## config.mk

```make
export PLATFORM = sky130hd
export DESIGN_NAME = cache_write_buffer
export DESIGN_NICKNAME = d
export VERILOG_FILES = /design/src/hw/cache_pkg.sv /design/src/hw/cache_write_buffer.sv
export SDC_FILE = /design/constraint.sdc
export NUM_CORES = 1
export LEC_CHECK = 0
export ABC_AREA = 1
export BUFFER_PORTS_ARGS = -buffer_cell sky130_fd_sc_hd__buf_2
export CORE_ASPECT_RATIO = 1.1
export CORE_MARGIN = 3
export CORE_UTILIZATION = 37
export CTS_CLUSTER_DIAMETER = 60
export DETAILED_ROUTE_END_ITERATION = 8
export GPL_TIMING_DRIVEN = 0
export PLACE_DENSITY_LB_ADDON = 0.15
export SYNTH_ARGS = -nofsm -noshare
export SYNTH_HDL_FRONTEND = slang
export SYNTH_SLANG_ARGS = --single-unit
```

## constraint.sdc

```tcl
create_clock -name clk -period 1.44 [get_ports clk]
set_clock_uncertainty 0.1 [all_clocks]
set_input_delay 0.432 -clock clk [delete_from_list [all_inputs] [get_ports clk]]
set_output_delay 0.432 -clock clk [all_outputs]
set_load 0.03 [all_outputs]
```

## src/hw/cache_pkg.sv

```systemverilog
package cache_pkg;

    localparam int NUM_SETS  = 256;
    localparam int NUM_BANKS = 4;   // words per line
    localparam int NUM_WAYS  = 2;
    localparam int TAGV_W    = 21;

    typedef logic [19:0]  tag_t;
    typedef logic [7:0]   index_t;
    typedef logic [3:0]   offset_t;  // [3:2] picks the bank
    typedef logic [1:0]   bank_t;
    typedef logic         way_t;
    typedef logic [31:0]  word_t;
    typedef logic [3:0]   strb_t;
    typedef logic [127:0] line_t;
    typedef logic [31:0]  addr_t;
    typedef logic [2:0]   mem_type_t;

    localparam mem_type_t MEM_TYPE_LINE = 3'b100;

    typedef struct packed {
        logic    op;       // 1 = store
        index_t  index;
        tag_t    tag;
        offset_t offset;
        strb_t   wstrb;
        word_t   wdata;
    } cpu_req_t;

    typedef struct packed {
        way_t   way;
        index_t index;
        bank_t  bank;
        strb_t  wstrb;
        word_t  wdata;
    } wbuf_entry_t;

    typedef struct packed {
        tag_t tag;
        logic valid;
    } tagv_t;

    typedef struct packed {
        mem_type_t mem_type;
        addr_t     addr;
    } mem_rd_req_t;

    typedef struct packed {
        mem_type_t mem_type;
        addr_t     addr;
        strb_t     wstrb;
        line_t     data;
    } mem_wr_req_t;

    typedef enum logic [2:0] {
        ST_IDLE,
        ST_LOOKUP,
        ST_MISS,
        ST_REPLACE,
        ST_REFILL
    } cache_state_t;

    typedef enum logic {
        WB_IDLE,
        WB_WRITE
    } wbuf_state_t;

endpackage

```

## src/hw/cache_write_buffer.sv

```systemverilog
module cache_write_buffer import cache_pkg::*; (
    input  logic        clk,
    input  logic        resetn,
    input  logic        push,
    input  wbuf_entry_t push_entry,
    input  logic        req_valid,
    input  cpu_req_t    req,
    output logic        conflict,
    output logic        commit,
    output wbuf_entry_t entry
);

    wbuf_state_t state, state_nxt;
    wbuf_entry_t entry_q;
    logic        push_match;
    logic        pend_match;

    always_ff @(posedge clk) begin
        if (!resetn) begin
            state <= WB_IDLE;
        end else begin
            state <= state_nxt;
        end
    end

    always_comb begin
        case (state)
            WB_IDLE:  state_nxt = push ? WB_WRITE : WB_IDLE;
            WB_WRITE: state_nxt = push ? WB_WRITE : WB_IDLE;  // back to back stores
            default:  state_nxt = WB_IDLE;
        endcase
    end

    always_ff @(posedge clk) begin
        if (push) begin
            entry_q <= push_entry;
        end
    end

    assign commit = (state == WB_WRITE);
    assign entry  = entry_q;

    // load would read a word that is not in the RAM yet
    assign push_match = push && push_entry.index == req.index &&
                        push_entry.bank == req.offset[3:2];
    assign pend_match = commit && entry_q.index == req.index &&
                        entry_q.bank == req.offset[3:2];
    assign conflict   = req_valid && !req.op && (push_match || pend_match);

endmodule

```

* Yosys cells after proc, flatten, opt, wreduce, memory -nomap -nowiden
Index checks and enable logic that the tools add are counted.
** Word-level totals
- Input port bits :: 120
- Bits in registers :: 48
- Output and inout port bits :: 49
- Logic and storage cells :: 19
** Operators by class
- Muxes and demuxes :: 1
- Reduce and logical (&&, ||, !) cells :: 8
- Equal/unequal tests :: 4
** Operators by type and width (count)
- $eq 8x8->1 :: 2
- $logic_and 1x1->1 :: 6
- $eq 2x2->1 :: 2
- $logic_not 1->1 :: 1
- $logic_or 1x1->1 :: 1
- $mux 1 :: 1

* Longest topological paths before layout
- Depth in word-level cells :: 5
- Mapped depth :: 8
- Mapped depth without buffers :: 8

* Worst setup path before layout
OpenSTA, ideal clock, no wires.
- Path kind :: reg-to-output
- From :: register entry_q, in the netlist entry[40]
- To :: output conflict
- Path slack :: -0.368 ns
- Cell stages (with the launch flop) :: 8
- Arrival time :: 1.276 ns
- Buffers on the path :: 0
- Required time :: 0.908 ns
- Path through :: edfxtp_1 > inv_1 > nand2_1 > nand2_1 > nand2_2 > nor2_2 > nand3_1 > a21oi_2
** Between the ends
- Longest elaborated chain between the ends :: 5
** Ends and longest elaborated chain
- start, declared :: RTL line cache_write_buffer.sv:14 : wbuf_entry_t entry_q;
- start signal, assigned :: RTL line cache_write_buffer.sv:36 : entry_q <= push_entry;
- $eq 8x8->1 :: RTL line cache_write_buffer.sv:46 : assign pend_match = commit && entry_q.index == req.index &&
- $logic_and 1x1->1 (2 in a row) :: RTL line cache_write_buffer.sv:46
- $logic_or 1x1->1 :: RTL line cache_write_buffer.sv:48 : assign conflict = req_valid && !req.op && (push_match || pend_match);
- $logic_and 1x1->1 :: RTL line cache_write_buffer.sv:48
- end, declared :: RTL line cache_write_buffer.sv:8 : output logic conflict,
Every way passes these cells.

* Final worst setup path
- From :: register entry_q, in the netlist entry[42]
- To :: output conflict
Same word-level chain as after synthesis.

==> run metrics <==
worst slew pin tran=between 0.15 and 0.2 ns; Initial DRT Pass Iterations=4; NetSw=857 uW; Die Wd=approximately 74 um; simple-gate portion of the synthesized area=13.5%; synthesis-to-finish area growth=49.9%; RSZ-0062 raised after global routing=yes; Port Buffer Count=110; Detailed Route Iter0 Violations=37; filler instances=roughly 410; CTS Sinks=48; Vias/cell=approximately 4.2; yosys warns=0; Core ar.=4750 um2; routed wire length=around 4000 um; grt total ovfl=0; Final Hold Viols=0; WP data arrival=around 1.5 ns; clk slew on worst S/H paths=about 0.090 ns; CTS Buffer Depth=2; Multi-input gate area=323 um2; Sw Share=around a quarter; antenna violations before repair=0; Detail Placement HPWL=between 3000 and 4000 um; Pwr Density=between 1000 and 1500 nW/um2; Synth top area share=between 70% and 80%; Finished Core Util=between 50 and 60%; DRC viols=0; violated checks=setup timing; count of different cell masters after synthesis=16; critical path launch point type=register; die area=around 5900 um2; Leakage Power=1.37 nW; first-pass GRT wire length=5980 um; Ports=approximately 170; Worst Path Required=just over 0.9 ns; die height=80.4 um; Synth Area per Inst=~12 um2; max cap viols=0; Synthesized Nets=between 200 and 300; htree depth=2; vias in the first global route=between 1000 and 1500; Comb power frac=a little under a fifth; status=finished with violations; Setup crit end kind=output pin; Crit Path Max Fanout=3; internal power=about 2.4 mW; routed vias=1400; final setup vio count=6; mux contribution to synthesized area=0%; row cnt=26; GP Congestion=roughly 0.79; Compound-Gate Fraction of Synth Area=about 1.3%; synth top area cells=edfxtp_1 (76%), nand2_1 (9.9%), inv_1 (5.2%); Crit Path Category=register to output pin; antenna fix cells=0; Fmax=506 MHz; Min-Delay Path Class=primary input to register; slew margin rel.=~87%; TritonCTS clock tree=done; main combinational cell family by area after synthesis=simple AND/OR/NAND/NOR gates; post-synthesis sequential area ratio=approximately three quarters; layout cells sized above 1=between 40% and 50%; Root Driver=clkbuf_8; Starting Density=39.2%; crit share post-route=137%; Setup WS post-layout=-0.538 ns; Area after DPL=2490 um2; post-synthesis xor/xnor area fraction=1.41%; Slew Viols, Final=0; Pwr Total=3.26 mW; Final min period=1.98 ns; Avg WL per Cell=roughly 12 um; FF+latch count, synth=between 40 and 50; post-route ant nets=0; dominant cell type by area after synthesis=edfxtp_1; sequential group share of total power=a little over half; Synth Area in Adders=0%; register area=approximately 1400 um2; Syn Std Cell Area=between 1500 and 2000 um2; Nets=around 390; clock group share of total power=between 20 and 30%; largest net degree at the start of global routing=50; final instance area=2790 um2; Syn Inst Count=about 150; maximum VDD drop=between 0.0007 and 0.0008 V; CTS buffer count=5; Overall Global Routing Usage=approximately 14%
==> metal layers <==
metal / vias up / share of wire (%) / global-route usage, %
met5: - / 0 / 0
met4: 0 / 1.1 / 4.89
met1: 607 / 37 / 15.8
met2: 66 / 51 / 22.8
li1: 722 / - / -
met3: 5 / 11 / 6.26
==> what timing repair did <==
action                                  CTS  global route
hold buffers                              0             0
endpoints found under the hold margin     0             0
gates cloned                              0             1
gates resized for setup                  26            16
setup buffers                             2             3
endpoints found under the setup margin   11            16
==> power groups by stage <==
stage	logic, mW	registers (mW)	clock network (mW)
4_1_cts	0.589	1.69	0.991
2_1_floorplan	0.0856	1.95	0
6_report	0.612	1.69	0.952
3_3_place_gp	0.545	1.72	0
3_5_place_dp	0.549	1.72	0
5_1_grt	0.659	1.71	1.05
==> state kept, by name (all words and copies together), names as in the netlist <==
name and flops:
commit 1, entry 47
==> worst paths after layout <==
check	startpoint	to	slack, ns	cells past startpoint
worst max-delay path	entry[42]	conflict	-0.54	8
worst min-delay path	push_entry[13]	entry[13]	0.21	1
==> cell usage after synthesis <==
cell type,instances
a21boi_2,1
a21oi_2,1
clkinv_1,1
dfxtp_1,1
edfxtp_1,47
inv_1,26
inv_2,7
nand2_1,49
nand2_2,1
nand3_1,4
nand4_1,1
nor2_1,6
nor2_2,2
o21ai_0,1
xnor2_1,2
xor2_1,1
==> stage by stage <==
stage	hold slack, ns	setup WS [ns]	instances	setup TNS [ns]
floorplan	0.425	-0.283	151	-0.283
global placement	0.508	-1.22	317	-15.77
detailed placement	0.510	-1.27	317	-17.06
CTS	0.194	-0.569	327	-0.781
global route	0.182	-0.631	331	-1.40
finish	0.205	-0.538	331	-0.923
==> area by class of cell <==
class	count	area share [%]
Multi-Input combinational cell	69	11.6
Inverter	34	4.57
Sequential cell	48	51.3
Clock inverter	3	1.52
Tap cell	56	2.51
Timing Repair Buffer	116	26.1
Clock buffer	5	2.47
==> placed cells by master, fill, tap and decap left out, types with 2 or more instances in the layout <==
cell and instances:
buf_4 7, clkbuf_8 5, edfxtp_1 47, buf_6 14
inv_1 26, nor2_2 2, nand2_1 49, inv_2 7
nand3_1 3, nor2_1 5, clkinv_1 2, buf_2 93
xnor2_1 2
==> critical path, cell delays in order (launching register included) <==
cell and delay [ns]:
edfxtp_1 0.43, inv_1 0.07, nand2_1 0.05, nand2_1 0.07
nand2_2 0.06, nor2_4 0.11, nand3_2 0.08, a21oi_4 0.14
buf_6 0.14
==> cell families (layout without fill, tap and decap cells) <==
family	Yosys count	count (layout)
simple gates	63	63
flops	48	48
buf+inv	34	158
compound gates	3	3
xor+xnor	3	3
Power figures use the tool's default switching activity.
