===== config.mk =====
export PLATFORM = sky130hd
export DESIGN_NAME = cache_meta
export DESIGN_NICKNAME = d
export VERILOG_FILES = /design/src/hw/cache_pkg.sv /design/src/hw/cache_meta.sv
export SDC_FILE = /design/constraint.sdc
export NUM_CORES = 2
export LEC_CHECK = 0
export BUFFER_PORTS_ARGS = -buffer_cell sky130_fd_sc_hd__buf_4
export CORE_ASPECT_RATIO = 2
export CORE_MARGIN = 2
export CORE_UTILIZATION = 41
export CTS_CLUSTER_SIZE = 24
export DETAILED_ROUTE_END_ITERATION = 7
export GPL_TIMING_DRIVEN = 0
export PLACE_DENSITY = 0.67
export SETUP_SLACK_MARGIN = 0.1
export SYNTH_ARGS = -nofsm -noshare
export SYNTH_HDL_FRONTEND = slang
export SYNTH_SLANG_ARGS = --single-unit

===== constraint.sdc =====
create_clock -name clk -period 13.8 [get_ports clk]
set_input_delay 2.07 -clock clk [delete_from_list [all_inputs] [get_ports clk]]
set_output_delay 2.07 -clock clk [all_outputs]
set_load 0.02 [all_outputs]

===== src/hw/cache_pkg.sv =====
package cache_pkg;

    localparam int NUM_SETS  = 256;
    localparam int NUM_BANKS = 4;   // words per line
    localparam int NUM_WAYS  = 2;
    localparam int TAGV_W    = 21;

    typedef logic [19:0]  tag_t;
    typedef logic [7:0]   index_t;
    typedef logic [3:0]   offset_t;  // [3:2] picks the bank
    typedef logic [1:0]   bank_t;
    typedef logic         way_t;
    typedef logic [31:0]  word_t;
    typedef logic [3:0]   strb_t;
    typedef logic [127:0] line_t;
    typedef logic [31:0]  addr_t;
    typedef logic [2:0]   mem_type_t;

    localparam mem_type_t MEM_TYPE_LINE = 3'b100;

    typedef struct packed {
        logic    op;       // 1 = store
        index_t  index;
        tag_t    tag;
        offset_t offset;
        strb_t   wstrb;
        word_t   wdata;
    } cpu_req_t;

    typedef struct packed {
        way_t   way;
        index_t index;
        bank_t  bank;
        strb_t  wstrb;
        word_t  wdata;
    } wbuf_entry_t;

    typedef struct packed {
        tag_t tag;
        logic valid;
    } tagv_t;

    typedef struct packed {
        mem_type_t mem_type;
        addr_t     addr;
    } mem_rd_req_t;

    typedef struct packed {
        mem_type_t mem_type;
        addr_t     addr;
        strb_t     wstrb;
        line_t     data;
    } mem_wr_req_t;

    typedef enum logic [2:0] {
        ST_IDLE,
        ST_LOOKUP,
        ST_MISS,
        ST_REPLACE,
        ST_REFILL
    } cache_state_t;

    typedef enum logic {
        WB_IDLE,
        WB_WRITE
    } wbuf_state_t;

endpackage


===== src/hw/cache_meta.sv =====
module cache_meta import cache_pkg::*; (
    input  logic        clk,
    input  logic        resetn,
    input  index_t      index,
    input  logic        hit_valid,
    input  way_t        hit_way,
    input  logic        refill_done,
    input  logic        refill_dirty,
    input  logic        commit,
    input  wbuf_entry_t commit_entry,
    output way_t        victim_way,
    output logic        victim_dirty
);

    logic [NUM_SETS-1:0] dirty [NUM_WAYS];
    logic [NUM_SETS-1:0] repl;        // points at the next way to replace
    index_t              hit_index;   // set of the request in lookup
    logic                commit_hit;

    // index already moves on to the next request during a hit
    always_ff @(posedge clk) begin
        hit_index <= index;
    end

    always_ff @(posedge clk) begin
        if (!resetn) begin
            for (int w = 0; w < NUM_WAYS; w++) begin
                dirty[w] <= '0;
            end
            repl <= '0;
        end else begin
            if (commit) begin
                dirty[commit_entry.way][commit_entry.index] <= 1'b1;
            end
            if (refill_done) begin
                dirty[victim_way][index] <= refill_dirty;
            end
            if (hit_valid) begin
                repl[hit_index] <= ~hit_way;
            end else if (refill_done) begin
                repl[index] <= ~repl[index];
            end
        end
    end

    assign victim_way = repl[index];

    // a store landing this cycle already makes the victim dirty
    assign commit_hit   = commit && commit_entry.way == victim_way &&
                          commit_entry.index == index;
    assign victim_dirty = dirty[victim_way][index] || commit_hit;

endmodule


==> results of run 1 <==
## layer usage
metal / overflow / GRT usage
met3: 52 / 0.615
met4: 539 / 0.804
met5: 9 / 0.285
met2: 1030 / 0.952
met1: 27 / 0.744
## metrics by stage
| step | util | std cells | area, sq um | hold slack [ns] |
|---|---|---|---|---|
| 4_1_cts | 0.463 | 6252 | 47400 | 0.498 |
| 3_5_place_dp | 0.437 | 6111 | 44800 | 0.482 |
| 3_3_place_gp | 0.432 | 6080 | 44200 | 0.474 |
| 2_1_floorplan | - | 4716 | 42400 | 0.464 |
## cells by family after synthesis
group / after synthesis / share of synthesized area
AO/OA/AOI/OAI: 1448 / 0.301
XOR/XNOR: 9 / 0.00186
buffers and inverters: 668 / 0.0666
flip-flops: 776 / 0.366
multiplexers: 241 / 0.0993
AND/OR/NAND/NOR: 1574 / 0.165
==> results_dict.tcl, run 1 <==
set metrics [dict create \
    cts_buffer_depth 3 \
    ios 64 \
    syn_area_per_cell_sq_um 8.99 \
    synth_top_area_frac 0.366 \
    post_cts.repair.setup_buffers 0 \
    start_util 0.414 \
    synth.area.top_cells "dfxtp_1 37%, a222oi_1 12%, mux4_2 7.6%, nor3_1 6.5%, o211a_1 5.7%" \
    numCtsBuffers 80 \
    dp_hpwl_microns 250000 \
    syn_inst 4716 \
    synth_nets 4778 \
    die_y_microns 459 \
    synth-edff-count 0 \
    rows 166 \
    outcome "did not finish" \
    place_congestion 1.22 \
    synth_seq_cells 776 \
    yosysSeqAreaShare 0.366 \
    synth_async_sr_flop_share 0 \
    grtUsageTotal 0.771 \
    stop_error "[ERROR GRT-0116] Global routing finished with congestion. Check the congestion regions in the DRC Viewer." \
    ctsHoldBuffers 0 \
    grt_max_degree 16 \
    syn_area_sq_um 42400 \
    place_ws_ns 2.15 \
    cts_resized 0 \
    yosysTopAreaCell "dfxtp_1" \
    synth_ff_type "dfxtp_1" \
    die_w_microns 231 \
    yosysWarnings 0 \
    htreeDepth 3 \
    haltStage "global routing" \
    cts-root-buf "clkbuf_16" \
    first_global_vias 61300 \
    ys_types 80 \
    synth_common_cells "776 x dfxtp_1, 623 x nor2_1, 554 x clkbuf_1" \
    cts_sinks 776 \
    yosysMostFrequentCell "dfxtp_1" \
    overflow 1657 \
    grt_pass1_wl_microns 602000 \
    io_buffers 20 \
]
==> run 2: changes to the inputs <==
- CORE_ASPECT_RATIO: 2 -> not set
- CORE_UTILIZATION: 41 -> 26
- CTS_CLUSTER_SIZE: 24 -> not set
- PLACE_DENSITY: 0.67 -> not set
- PLACE_DENSITY_LB_ADDON: not set -> 0.15
- SETUP_SLACK_MARGIN: 0.1 -> not set
==> results_dict.tcl, run 2 <==
set metrics [dict create \
    area_delta_synth_final_pct 16.3 \
    leakage_nw 18.4 \
    grt_antenna_before_repair 18 \
    outcome "complete, but fails checks" \
    syn_inst 4716 \
    dp.cells 6939 \
    synth_nets 4778 \
    first_global_vias 46900 \
    drc_errors 111 \
    fin_crit_sh 0.879 \
    rows 148 \
    top_regs "dirty x512, repl x256, hit_index x8" \
    finalHoldViolations 0 \
    worst_pin_slew_ns 1.74 \
    worst-r2r-cell-count 14 \
    power.density_nw_per_um2 117 \
    cts_tree "yes" \
    peakVddDrop_mv 0.0989 \
    setup-tns-final_ns 0 \
    cts_buffer_depth 3 \
    crit_type "in2out" \
    worstHoldPathCells 1 \
    hp-start "repl[157]$_SDFFE_PN0P_" \
    first_pass_iters 8 \
    cts-root-buf "clkbuf_16" \
    yosysTopAreaCell "dfxtp_1" \
    critPathLaunch "index[3]" \
    synth-edff-count 0 \
    place_congestion 1.03 \
    fmax_ghz 0.0824 \
    min_to "repl[157]$_SDFFE_PN0P_" \
    clk_latency_ns 0.80 \
    avgRoutedWirePerCell_microns 46.6 \
    syn_area_per_cell_sq_um 8.99 \
    syn_area_sq_um 42400 \
    fin_skew_ns 0.0679 \
    nets 4935 \
    numCtsBuffers 100 \
    overflow 0 \
    ctsHoldBuffers 0 \
    r2r_end "repl[229]$_SDFFE_PN0P_" \
    cts_resized 0 \
    largest_reg_flops 512 \
    htreeDepth 3 \
    drtAntennaViolNets 0 \
    synth_seq_cells 776 \
    grtUsageTotal 0.380 \
    ys_types 80 \
    ios 64 \
    dieArea_sq_um 166000 \
    io_buffers 20 \
    start_util 0.261 \
    drt_iter0_markers 12100 \
    cts_sinks 776 \
    end_kind "output port" \
    largest_register "dirty" \
    mostFrequentLayoutCells "776 x dfxtp_1, 617 x nor2_1, 539 x nor3_1" \
    grt_max_degree 15 \
    critPathMaxFanout 10 \
    synth_top_area_frac 0.366 \
    clkSlewWorstSetupHoldPaths_ns 0.06 \
    drive_gt1_frac 0.119 \
    cp-start-kind "input pin" \
    totalWireLength_microns 333000 \
    routed_via_density 7.20 \
    crit_arrival_ns 10.06 \
    period_needed_ns 12.13 \
    slew-limit-headroom -0.163 \
    stdcell_count 7154 \
    cap_viol_max_count 65 \
    post_cts.repair.setup_buffers 0 \
    synth_common_cells "776 x dfxtp_1, 623 x nor2_1, 554 x clkbuf_1" \
    vias 51500 \
    slew_violations 677 \
    synth_ff_type "dfxtp_1" \
    coreArea_sq_um 162000 \
    finalSetupViolations 0 \
    hold_class "reg2reg" \
    r2r-start "repl[55]$_SDFFE_PN0P_" \
    rsz0062_at_grt "no" \
    synth_async_sr_flop_share 0 \
    die_y_microns 408 \
    required_ns 11.73 \
    yosysSeqAreaShare 0.366 \
    die_w_microns 408 \
    worst-r2r-setup-slack_ns 7.35 \
    grt_pass1_wl_microns 434000 \
    synth.area.top_cells "dfxtp_1 37%, a222oi_1 12%, mux4_2 7.6%, nor3_1 6.5%, o211a_1 5.7%" \
    dp_hpwl_microns 222000 \
    violations "design-rule violations, max-capacitance violations, max-slew violations" \
    yosysWarnings 0 \
    yosysMostFrequentCell "dfxtp_1" \
    mostFrequentLayoutCell "dfxtp_1" \
]
[run 2: cell counts after synthesis]
No cell type changed its count.
[run 2: cells by family (layout without fill, tap and decap cells)]
family / Yosys count / in the layout / synth area share
AO/OA/AOI/OAI: 1448 / 1448 / 0.301
XOR/XNOR: 9 / 9 / 0.00186
AND/OR/NAND/NOR: 1574 / 1574 / 0.165
flip-flops: 776 / 776 / 0.366
other: 0 / 23 / 0
buffers and inverters: 668 / 908 / 0.0666
multiplexers: 241 / 241 / 0.0993
[run 2: layout make-up]
type | instances | area, sq um
Timing Repair Buffer | 55 | 541
Fill cell | 17400 | 113000
Sequential cell | 776 | 15500
Clock inverter | 42 | 468
Antenna cell | 23 | 57.6
Clock buffer | 143 | 2940
Tap cell | 2175 | 2720
Buffer | 653 | 2840
Multi-Input combinational cell | 3272 | 24200
Inverter | 15 | 56.3
[run 2: worst max-delay path, stage by stage]
cell       delay (ns)
buf_4            0.09
buf_4            0.26
buf_4            0.38
clkbuf_1         0.77
mux4_2           0.41
nor3_1           0.05
a2111oi_0        0.98
o211ai_1         0.44
o2111ai_2        0.51
nand2_4          0.23
buf_12           0.25
inv_2            0.06
buf_4            0.32
buf_2            0.72
nand3_1          0.16
o2111ai_1        0.20
a21oi_1          0.14
o41ai_2          0.51
nand3_1          0.21
a2bb2oi_1        0.22
a31oi_1          0.67
buf_4            0.27
[run 2: worst max-delay path by stage]
stage	endpoint	slack (ns)
after floorplan	victim_dirty	6.16
after global placement	victim_dirty	1.23
after global routing	victim_dirty	2.01
after CTS	victim_dirty	2.28
final	victim_dirty	1.67
after detailed placement	victim_dirty	2.28
[run 2: power by group]
| group | internal, W | leakage, nW | total [W] | switching, W |
|---|---|---|---|---|
| sequential | 0.00225 | 6.25 | 0.00225 | 0.00000698 |
| combinational | 0.000117 | 10.5 | 0.000690 | 0.000573 |
| clock | 0.00161 | 1.69 | 0.00283 | 0.00122 |
| total | 0.00397 | 18.4 | 0.00577 | 0.00180 |
[run 2: metrics by stage]
| step | setup WS [ns] | hold WS, ns | cell area, sq um | utilization | total power, W |
|---|---|---|---|---|---|
| detailed placement | 2.28 | 0.481 | 45700 | 0.282 | 0.00293 |
| CTS | 2.28 | 0.496 | 49100 | 0.303 | 0.00570 |
| global route | 2.01 | 0.509 | 49300 | 0.303 | 0.00581 |
| floorplan | 6.16 | 0.464 | 42400 | - | 0.00258 |
| finish | 1.67 | 0.494 | 49300 | 0.304 | 0.00577 |
| global placement | 1.23 | 0.473 | 45300 | 0.279 | 0.00293 |
[run 2: layer usage]
metal / global-route usage / wire [microns]
met1: 0.457 / 120000
met2: 0.537 / 135000
met3: 0.139 / 45000
met4: 0.317 / 33300
met5: 0 / 77
Note: power is estimated with default switching activity, not from simulation.
