===== src/hw/cache_pkg.sv =====
package cache_pkg;

    localparam int NUM_SETS  = 256;
    localparam int NUM_BANKS = 4;   // words per line
    localparam int NUM_WAYS  = 2;
    localparam int TAGV_W    = 21;

    typedef logic [19:0]  tag_t;
    typedef logic [7:0]   index_t;
    typedef logic [3:0]   offset_t;  // [3:2] picks the bank
    typedef logic [1:0]   bank_t;
    typedef logic         way_t;
    typedef logic [31:0]  word_t;
    typedef logic [3:0]   strb_t;
    typedef logic [127:0] line_t;
    typedef logic [31:0]  addr_t;
    typedef logic [2:0]   mem_type_t;

    localparam mem_type_t MEM_TYPE_LINE = 3'b100;

    typedef struct packed {
        logic    op;       // 1 = store
        index_t  index;
        tag_t    tag;
        offset_t offset;
        strb_t   wstrb;
        word_t   wdata;
    } cpu_req_t;

    typedef struct packed {
        way_t   way;
        index_t index;
        bank_t  bank;
        strb_t  wstrb;
        word_t  wdata;
    } wbuf_entry_t;

    typedef struct packed {
        tag_t tag;
        logic valid;
    } tagv_t;

    typedef struct packed {
        mem_type_t mem_type;
        addr_t     addr;
    } mem_rd_req_t;

    typedef struct packed {
        mem_type_t mem_type;
        addr_t     addr;
        strb_t     wstrb;
        line_t     data;
    } mem_wr_req_t;

    typedef enum logic [2:0] {
        ST_IDLE,
        ST_LOOKUP,
        ST_MISS,
        ST_REPLACE,
        ST_REFILL
    } cache_state_t;

    typedef enum logic {
        WB_IDLE,
        WB_WRITE
    } wbuf_state_t;

endpackage


===== src/hw/cache_ctrl.sv =====
module cache_ctrl import cache_pkg::*; (
    input  logic                                  clk,
    input  logic                                  resetn,
    // cpu side
    input  logic                                  valid,
    input  cpu_req_t                              req,
    output logic                                  addr_ok,
    output logic                                  data_ok,
    output word_t                                 rdata,
    // memory read channel
    output logic                                  rd_req,
    output mem_rd_req_t                           rd,
    input  logic                                  rd_rdy,
    input  logic                                  ret_valid,
    input  logic                                  ret_last,
    input  word_t                                 ret_data,
    // memory write channel
    output logic                                  wr_req,
    output mem_wr_req_t                           wr,
    input  logic                                  wr_rdy,
    // tag and data arrays
    output logic  [NUM_WAYS-1:0]                  tagv_we,
    output index_t                                tagv_addr,
    output tagv_t                                 tagv_wdata,
    input  tagv_t [NUM_WAYS-1:0]                  tagv_rdata,
    output strb_t [NUM_WAYS-1:0][NUM_BANKS-1:0]   bank_we,
    output index_t                                bank_addr,
    output word_t [NUM_BANKS-1:0]                 bank_wdata,
    input  word_t [NUM_WAYS-1:0][NUM_BANKS-1:0]   bank_rdata,
    // write buffer
    output logic                                  wb_push,
    output wbuf_entry_t                           wb_entry_in,
    input  logic                                  wb_conflict,
    input  logic                                  wb_commit,
    input  wbuf_entry_t                           wb_entry,
    // metadata
    output logic                                  hit_valid,
    output way_t                                  hit_way,
    output logic                                  refill_done,
    output logic                                  refill_dirty,
    input  way_t                                  victim_way,
    input  logic                                  victim_dirty
);

    cache_state_t        state, state_nxt;
    cpu_req_t            req_q;
    bank_t               bank_q;
    bank_t               ret_cnt;
    logic [NUM_SETS-1:0] line_valid [NUM_WAYS];
    logic [NUM_WAYS-1:0] valid_q;      // lines aligned with the tag read
    logic [NUM_WAYS-1:0] hit_vec;
    logic                cache_hit;
    logic                lookup;
    logic                use_req_idx;
    logic                victim_valid;
    logic                victim_rd_ok;
    logic                refill_beat;
    tagv_t               victim_tagv;

    function automatic word_t merge_word(word_t old_w, word_t new_w, strb_t strb);
        word_t res;
        for (int i = 0; i < 4; i++) begin
            res[i*8 +: 8] = strb[i] ? new_w[i*8 +: 8] : old_w[i*8 +: 8];
        end
        return res;
    endfunction

    always_ff @(posedge clk) begin
        if (!resetn) begin
            state <= ST_IDLE;
        end else begin
            state <= state_nxt;
        end
    end

    always_comb begin
        state_nxt = state;
        case (state)
            ST_IDLE: begin
                if (valid && addr_ok) begin
                    state_nxt = ST_LOOKUP;
                end
            end
            ST_LOOKUP: begin
                if (cache_hit) begin
                    state_nxt = (valid && addr_ok) ? ST_LOOKUP : ST_IDLE;
                end else if (victim_valid && victim_dirty) begin
                    state_nxt = ST_MISS;
                end else begin
                    state_nxt = ST_REPLACE;
                end
            end
            ST_MISS:    if (wr_req) state_nxt = ST_REPLACE;
            ST_REPLACE: if (rd_rdy) state_nxt = ST_REFILL;
            ST_REFILL:  if (refill_done) state_nxt = ST_IDLE;
            default:    state_nxt = ST_IDLE;
        endcase
    end

    // request buffer
    always_ff @(posedge clk) begin
        if (valid && addr_ok) begin
            req_q <= req;
        end
    end
    assign bank_q = req_q.offset[3:2];

    always_ff @(posedge clk) begin
        if (!resetn) begin
            ret_cnt      <= '0;
            victim_rd_ok <= 1'b0;
            valid_q      <= '0;
            for (int w = 0; w < NUM_WAYS; w++) begin
                line_valid[w] <= '0;
            end
        end else begin
            if (refill_beat) begin
                ret_cnt <= ret_last ? bank_t'(0) : ret_cnt + 1'b1;
            end
            victim_rd_ok <= (state == ST_MISS);  // first miss cycle may see stale data
            for (int w = 0; w < NUM_WAYS; w++) begin
                valid_q[w] <= line_valid[w][tagv_addr];
                if (tagv_we[w]) begin
                    line_valid[w][req_q.index] <= 1'b1;
                end
            end
        end
    end

    // hit detection
    always_comb begin
        for (int w = 0; w < NUM_WAYS; w++) begin
            hit_vec[w] = valid_q[w] && tagv_rdata[w].valid && tagv_rdata[w].tag == req_q.tag;
        end
    end
    assign lookup       = (state == ST_LOOKUP);
    assign cache_hit    = |hit_vec;
    assign hit_way      = hit_vec[1];
    assign hit_valid    = lookup && cache_hit;
    assign victim_tagv  = tagv_rdata[victim_way];
    assign victim_valid = valid_q[victim_way] && victim_tagv.valid;

    // store hits go through the write buffer
    assign wb_push     = hit_valid && req_q.op;
    assign wb_entry_in = '{way: hit_way, index: req_q.index, bank: bank_q,
                           wstrb: req_q.wstrb, wdata: req_q.wdata};

    // a commit takes the data banks for one cycle
    assign use_req_idx = (state == ST_IDLE) || (lookup && cache_hit);
    assign tagv_addr   = use_req_idx ? req.index : req_q.index;
    assign bank_addr   = wb_commit ? wb_entry.index : tagv_addr;
    assign tagv_wdata  = '{tag: req_q.tag, valid: 1'b1};

    assign refill_beat  = (state == ST_REFILL) && ret_valid;
    assign refill_done  = refill_beat && ret_last;
    assign refill_dirty = req_q.op;  // store miss merged into the line

    always_comb begin
        for (int w = 0; w < NUM_WAYS; w++) begin
            for (int b = 0; b < NUM_BANKS; b++) begin
                bank_we[w][b] = '0;
                if (wb_commit && wb_entry.way == way_t'(w) && wb_entry.bank == bank_t'(b)) begin
                    bank_we[w][b] = wb_entry.wstrb;
                end else if (refill_beat && victim_way == way_t'(w) && ret_cnt == bank_t'(b)) begin
                    bank_we[w][b] = '1;
                end
            end
            tagv_we[w] = refill_done && victim_way == way_t'(w);
        end
        for (int b = 0; b < NUM_BANKS; b++) begin
            if (wb_commit) begin
                bank_wdata[b] = wb_entry.wdata;
            end else if (req_q.op && bank_q == bank_t'(b)) begin
                bank_wdata[b] = merge_word(ret_data, req_q.wdata, req_q.wstrb);
            end else begin
                bank_wdata[b] = ret_data;
            end
        end
    end

    // cpu handshake
    assign addr_ok = use_req_idx && !wb_conflict &&
                     !(wb_commit && wb_entry.index != req.index);
    assign data_ok = (lookup && (cache_hit || req_q.op)) ||
                     (refill_beat && !req_q.op && ret_cnt == bank_q);  // critical word
    assign rdata   = (state == ST_REFILL) ? ret_data : bank_rdata[hit_way][bank_q];

    // memory channels
    assign rd_req = (state == ST_REPLACE);
    assign rd     = '{mem_type: MEM_TYPE_LINE, addr: {req_q.tag, req_q.index, 4'b0000}};

    assign wr_req = (state == ST_MISS) && victim_rd_ok && wr_rdy;
    assign wr     = '{mem_type: MEM_TYPE_LINE,
                      addr: {victim_tagv.tag, req_q.index, 4'b0000},
                      wstrb: 4'hf,
                      data: bank_rdata[victim_way]};

endmodule


===== config.mk =====
export PLATFORM = sky130hd
export DESIGN_NAME = cache_ctrl
export DESIGN_NICKNAME = d
export VERILOG_FILES = /design/src/hw/cache_pkg.sv /design/src/hw/cache_ctrl.sv
export SDC_FILE = /design/constraint.sdc
export NUM_CORES = 2
export LEC_CHECK = 0
export BUFFER_PORTS_ARGS = -buffer_cell sky130_fd_sc_hd__buf_2
export CORE_AREA = 2 2 373 375
export CTS_CLUSTER_DIAMETER = 50
export DETAILED_ROUTE_END_ITERATION = 7
export DIE_AREA = 0 0 375 377
export PLACE_DENSITY_LB_ADDON = 0.12
export REMOVE_ABC_BUFFERS = 1
export SYNTH_ARGS = -nofsm -noshare
export SYNTH_HDL_FRONTEND = slang
export SYNTH_SLANG_ARGS = --single-unit
export TNS_END_PERCENT = 20

===== constraint.sdc =====
create_clock -name clk -period 15.8 [get_ports clk]
set_input_delay 2.37 -clock clk [delete_from_list [all_inputs] [get_ports clk]]
set_output_delay 2.37 -clock clk [all_outputs]
set_load 0.01 [all_outputs]

# After elaboration in Yosys (flattened, before gate mapping)
# Memories as Yosys holds them, arrays and structs flattened.
# Index checks and enable logic that the tools add are counted.
# classes
eq_ne	21
n_lt_le_gt_ge	6
addsub	1
shifts	0
n_reduce_logical	58
n_div	0
bitwise_logic	514
n_mul	0
n_mux	575
# ops
cell	count
two-way mux 1 bit	524
two-way mux 128 bit	4
two-way mux 256 bit	2
bitwise OR 1 bit	512
two-way mux 32 bit	10
binary-select mux 32 bit (select 2 bit)	1
two-way mux 4 bit	16
two-way mux 8 bit	6
logical AND 1 bit	46
two-way mux 21 bit	2
== test 20 bit	2
less-than comparator 8 x 9 -> 1 bit, second input constant	2
binary-select mux 1 bit (select 8 bit)	2
case mux 3 bit (5 select lines)	1
== test 2 bit, second input constant	6
two-way mux 3 bit	4
demux 1 bit (select 8 bit)	1
>= comparator 8 x 1 -> 1 bit, second input constant	1
!= test 8 bit	1
== test 2 x 1 -> 1 bit, second input constant	3
== test 3 x 2 -> 1 bit, second input constant	2
logical NOT 2 bit	3
!= test 2 bit, second input constant	3
less-than comparator 1 x 2 -> 1 bit, second input constant	2
13 further kinds	19
# totals
mem_bits_rw	512
register_bits	77
wordCells	1186
latchBits	0
rom_bits	0
n_memories	1
# mem_list
memory	words	word_bits	rd	rd_clocked_by_memory_dff	wr	line	source
line_valid	2	256	2	0	2	cache_ctrl.sv:49	logic [NUM_SETS-1:0] line_valid [NUM_WAYS];

# Depth between registers and ports, before layout
# depth
word_depth	11
ltp_mapped	17
ltp_nobuf	13

# Worst setup path after synthesis
# No wires, ideal clock.
# synth_path
kind	input port to flip-flop
start	input ret_valid
end	memory line_valid[0][0], data pin
stages	13
setup_ps	2736
n_path_buf	1
slack_ps	2430
t_arrival_ps	10634
path_cell_list	nand4bb_1 > clkbuf_1 > nor2_1 > nand3_1 > nor2_1 > and2_1 > nor2_1 > a21oi_1 > or4_1 > nor4_1 > nand4_1 > nor4_1 > nand3_1
# synth_rtl
item	line	source
start, declared	cache_ctrl.sv:14	input logic ret_valid,
end, declared	cache_ctrl.sv:49	

# Final worst setup path
# layout_path
start	input tagv_rdata[26] (netlist name)
end	output rdata[26]
# layout_via
elab_chain_cells	7
# layout_lines
item	line	source
start, declared	cache_ctrl.sv:25	input tagv_t [NUM_WAYS-1:0] tagv_rdata,
== test 20 bit	cache_ctrl.sv:133	hit_vec[w] = valid_q[w] && tagv_rdata[w].valid && tagv_rdata[w].tag == req_q.tag;
logical AND 1 bit	cache_ctrl.sv:133	
two-way mux 128 bit (not written as such) (2 in series)	cache_ctrl.sv:186	assign rdata = (state == ST_REFILL) ? ret_data : bank_rdata[hit_way][bank_q];
binary-select mux 32 bit (select 2 bit)	cache_ctrl.sv:186	
two-way mux 32 bit (not written as such)	cache_ctrl.sv:186	
two-way mux 32 bit	cache_ctrl.sv:186	
end, declared	cache_ctrl.sv:9	output word_t rdata,
# No other way between the ends. The select of a mux whose other input is x is not followed.

==> out/qor.csv <==
metric;value;unit
Clock Skews;0.0523;ns
Worst Path Buf+Inv;3;
row count;136;
grt met3 use;0.0935;
post-DR vias/cell;5.56;
Post-Syn Instances;3715;
clk sinks;587;
Setup CP Type;in -> out;
crit-path cells;buf_2 > xnor2_1 > nor4b_2 > nand4_1 > nor2_4 > buf_4 > mux2i_1 > o21ai_0 > buf_2;
Worst Path Required;13.43;ns
pre-CTS setup slack;6.95;ns
Net Switching;2.36;mW
Tightest Pin Transition;1.24;ns
Power Dens Cells;133;mW/mm^2
CTS tree;yes;
global-route wire length before repair;319000;um
final worst slack;7.41;ns
share of layout cells above drive strength 1;0.322;
Syn Area/Cell;9.77;sq um
most common cell after layout, fill and taps aside;buf_2;
Wirelength per Cell;38.2;um
H-tree depth;3;
Synth top area share;0.479;
die height;377;um
Hold Path Class;reg -> reg;
Die Area;0.141;sq mm
maxcap violations;0;
final WL;246000;um
peak supply drop;0.102;mV
total grt overflow;0;
failing checks;design-rule violations;
antenna violations before repair;73;
gr busiest metal;met2;
Initial Util;0.265;
Top FF cell, synth;edfxtp_1;
Overall Global Routing Usage;0.335;
First-pass DRT Iterations;8;
Post-route DRC;2;
final setup vio count;0;
count of cell types in the netlist;78;
Startpoint Class;primary input;
Starting DRT DRC Count;4248;
Placer Congestion;1.01;
vias in the first global route;33300;
hold slack final;0.594;ns
max incr delay on CP;0.97;ns
worst skew pair latency;0.72;ns
Die W;375;um
Post-synth ARST share;0;
top post-synthesis cells by area;edfxtp_1 (48%), o21ai_0 (8.0%), nand2_1 (7.2%);
Buffers on Ports;924;
postcts setup bufs;0;
status;complete, but fails checks;
Post-synth EDFFs;579;
CP top delay family;buffers and inverters;
crit path capture type;output pin;
WP data arrival;6.02;ns
CTS clk-pin slew, worst paths;0.05;ns
dominant cell type by area after synthesis;edfxtp_1;
Ys Warns;0;
combinational share of power;0.335;
area growth from synthesis to final layout;26.1;%
min cycle time layout;8.39;ns
crit share post-route;0.531;
post-cts resize count;0;
number of vias after detailed routing;35800;
GR Util met2;0.537;
I/O Pins;946;
sw frac;0.387;
Post-DP HPWL;181000;um
clk root buf;clkbuf_16;
Final Hold Fails;0;
hold buffer count at cts;0;
FF+latch count, synth;587;
RSZ-0062 raised after global routing;false;
FMAX;0.119;GHz
crit-path max FO;32;
clock share of power;0.356;
CTS buffer count;95;
most frequent cells in the layout;buf_2 (922), nand2_1 (666), o21ai_0 (583), edfxtp_1 (579), mux2i_1 (182);
largest net degree at the start of global routing;266;
Netlist Area Pre-Place;0.0363;sq mm
met1 Use GR;0.386;
fin. max-slew vios;0;
core box area;0.137;sq mm
CP dominant cell by count;buf_2;
Antenna Violating Nets Remaining;0;
NumNets Final;4864;
Leak Pwr;17.6;nW
sequential power share;0.308;
Worst path slowest cell;mux2i_1;
R2R setup slack;8.68;ns
Max clock buf depth;3;
sequential area share after synthesis;0.483;
Worst slew margin;0.147;
internal power;3.73;mW
==> Yosys cell counts, drive strengths merged (9+ instances only) <==
master   count
a2111oi      9
a211oi      20
a21boi      10
a21oi      146
a311oi      16
a31oi      139
a41oi       16
and2        20
and3         9
buf        133
clkbuf     302
edfxtp     579
inv         14
mux2       161
mux2i      186
mux4        65
nand2      698
nand2b      11
nand3      152
nand4       35
nor2       109
nor2b       14
nor3        34
nor4        37
o21ai      584
o221ai      20
o22ai       28
xnor2       12
xor2        40
==> final cells by class <==
type | instances | area, sq um
multi-input combinational | 2693 | 16900
sequential | 587 | 17500
inverter | 17 | 73.8
clock inverter | 63 | 742
fill | 14500 | 91200
tap | 1794 | 2240
antenna | 170 | 425
clock buffer | 113 | 2490
timing repair buffer | 1009 | 5310
==> worst register-to-register path: stages (launching register included) <==
cell       delay (ns)
dfxtp_1          0.57
nand4bb_1        0.43
nor2_1           0.72
nand3_1          0.39
nor2_1           0.68
nand2_2          0.74
a41oi_1          0.43
nor3_1           0.09
o2111ai_1        0.19
or3_1            0.18
nor4_1           0.09
nand3_4          0.43
buf_4            0.74
buf_12           0.86
==> power by group through the flow <==
stage / logic (mW) / registers (mW) / clock network [mW]
after CTS: 2.04 / 1.88 / 2.20
after detailed placement: 2.03 / 1.91 / 0
final: 2.04 / 1.88 / 2.17
after global placement: 2.04 / 1.91 / 0
after global routing: 2.14 / 1.88 / 2.26
after floorplan: 1.11 / 1.92 / 0
==> registers in the layout (all words and copies together), names as in the netlist <==
register / count
wb_entry_in: 38
state: 3
valid_q: 2
refill_dirty: 1
ret_cnt: 2
victim_rd_ok: 1
line_valid: 512
rd: 28
==> metrics by stage <==
stage | utilization | total power [mW] | setup TNS (ns) | area, sq um | cells
2_1_floorplan | - | 3.03 | -4.08 | 34400 | 3297
3_3_place_gp | 0.307 | 3.94 | 0 | 42100 | 6099
3_5_place_dp | 0.307 | 3.94 | 0 | 42100 | 6099
4_1_cts | 0.331 | 6.11 | 0 | 45300 | 6275
5_1_grt | 0.334 | 6.28 | 0 | 45700 | 6430
6_report | 0.334 | 6.09 | 0 | 45800 | 6446
==> cell families (layout without fill, tap and decap cells) <==
family | after synthesis | in the layout | share of synthesized area
simple gates | 1156 | 1156 | 0.139
compound gates | 1050 | 1050 | 0.166
buf+inv | 452 | 1202 | 0.0564
other cells | 2 | 189 | 0.000207
mux | 412 | 412 | 0.142
fa+ha+maj | 4 | 4 | 0.00138
flops | 587 | 587 | 0.483
xor+xnor | 52 | 52 | 0.0125
==> per-layer routing <==
| layer | wire length (um) | share of wire | vias up |
|---|---|---|---|
| li1 | - | - | 15400 |
| met4 | 19000 | 0.077 | 12 |
| met2 | 116000 | 0.47 | 1802 |
| met1 | 90400 | 0.37 | 18300 |
| met3 | 21000 | 0.085 | 381 |
| met5 | 84 | 0.00034 | - |
==> final timing paths <==
path / from / to / cells after the start
setup reg to reg: state[2] / line_valid[0][47] / 13
hold / removal: ret_cnt[1] / ret_cnt[1] / 2
setup / recovery: tagv_rdata[26] / rdata[26] / 9
hold reg to reg: ret_cnt[1] / ret_cnt[1] / 2
(Power assumes the default switching activity.)
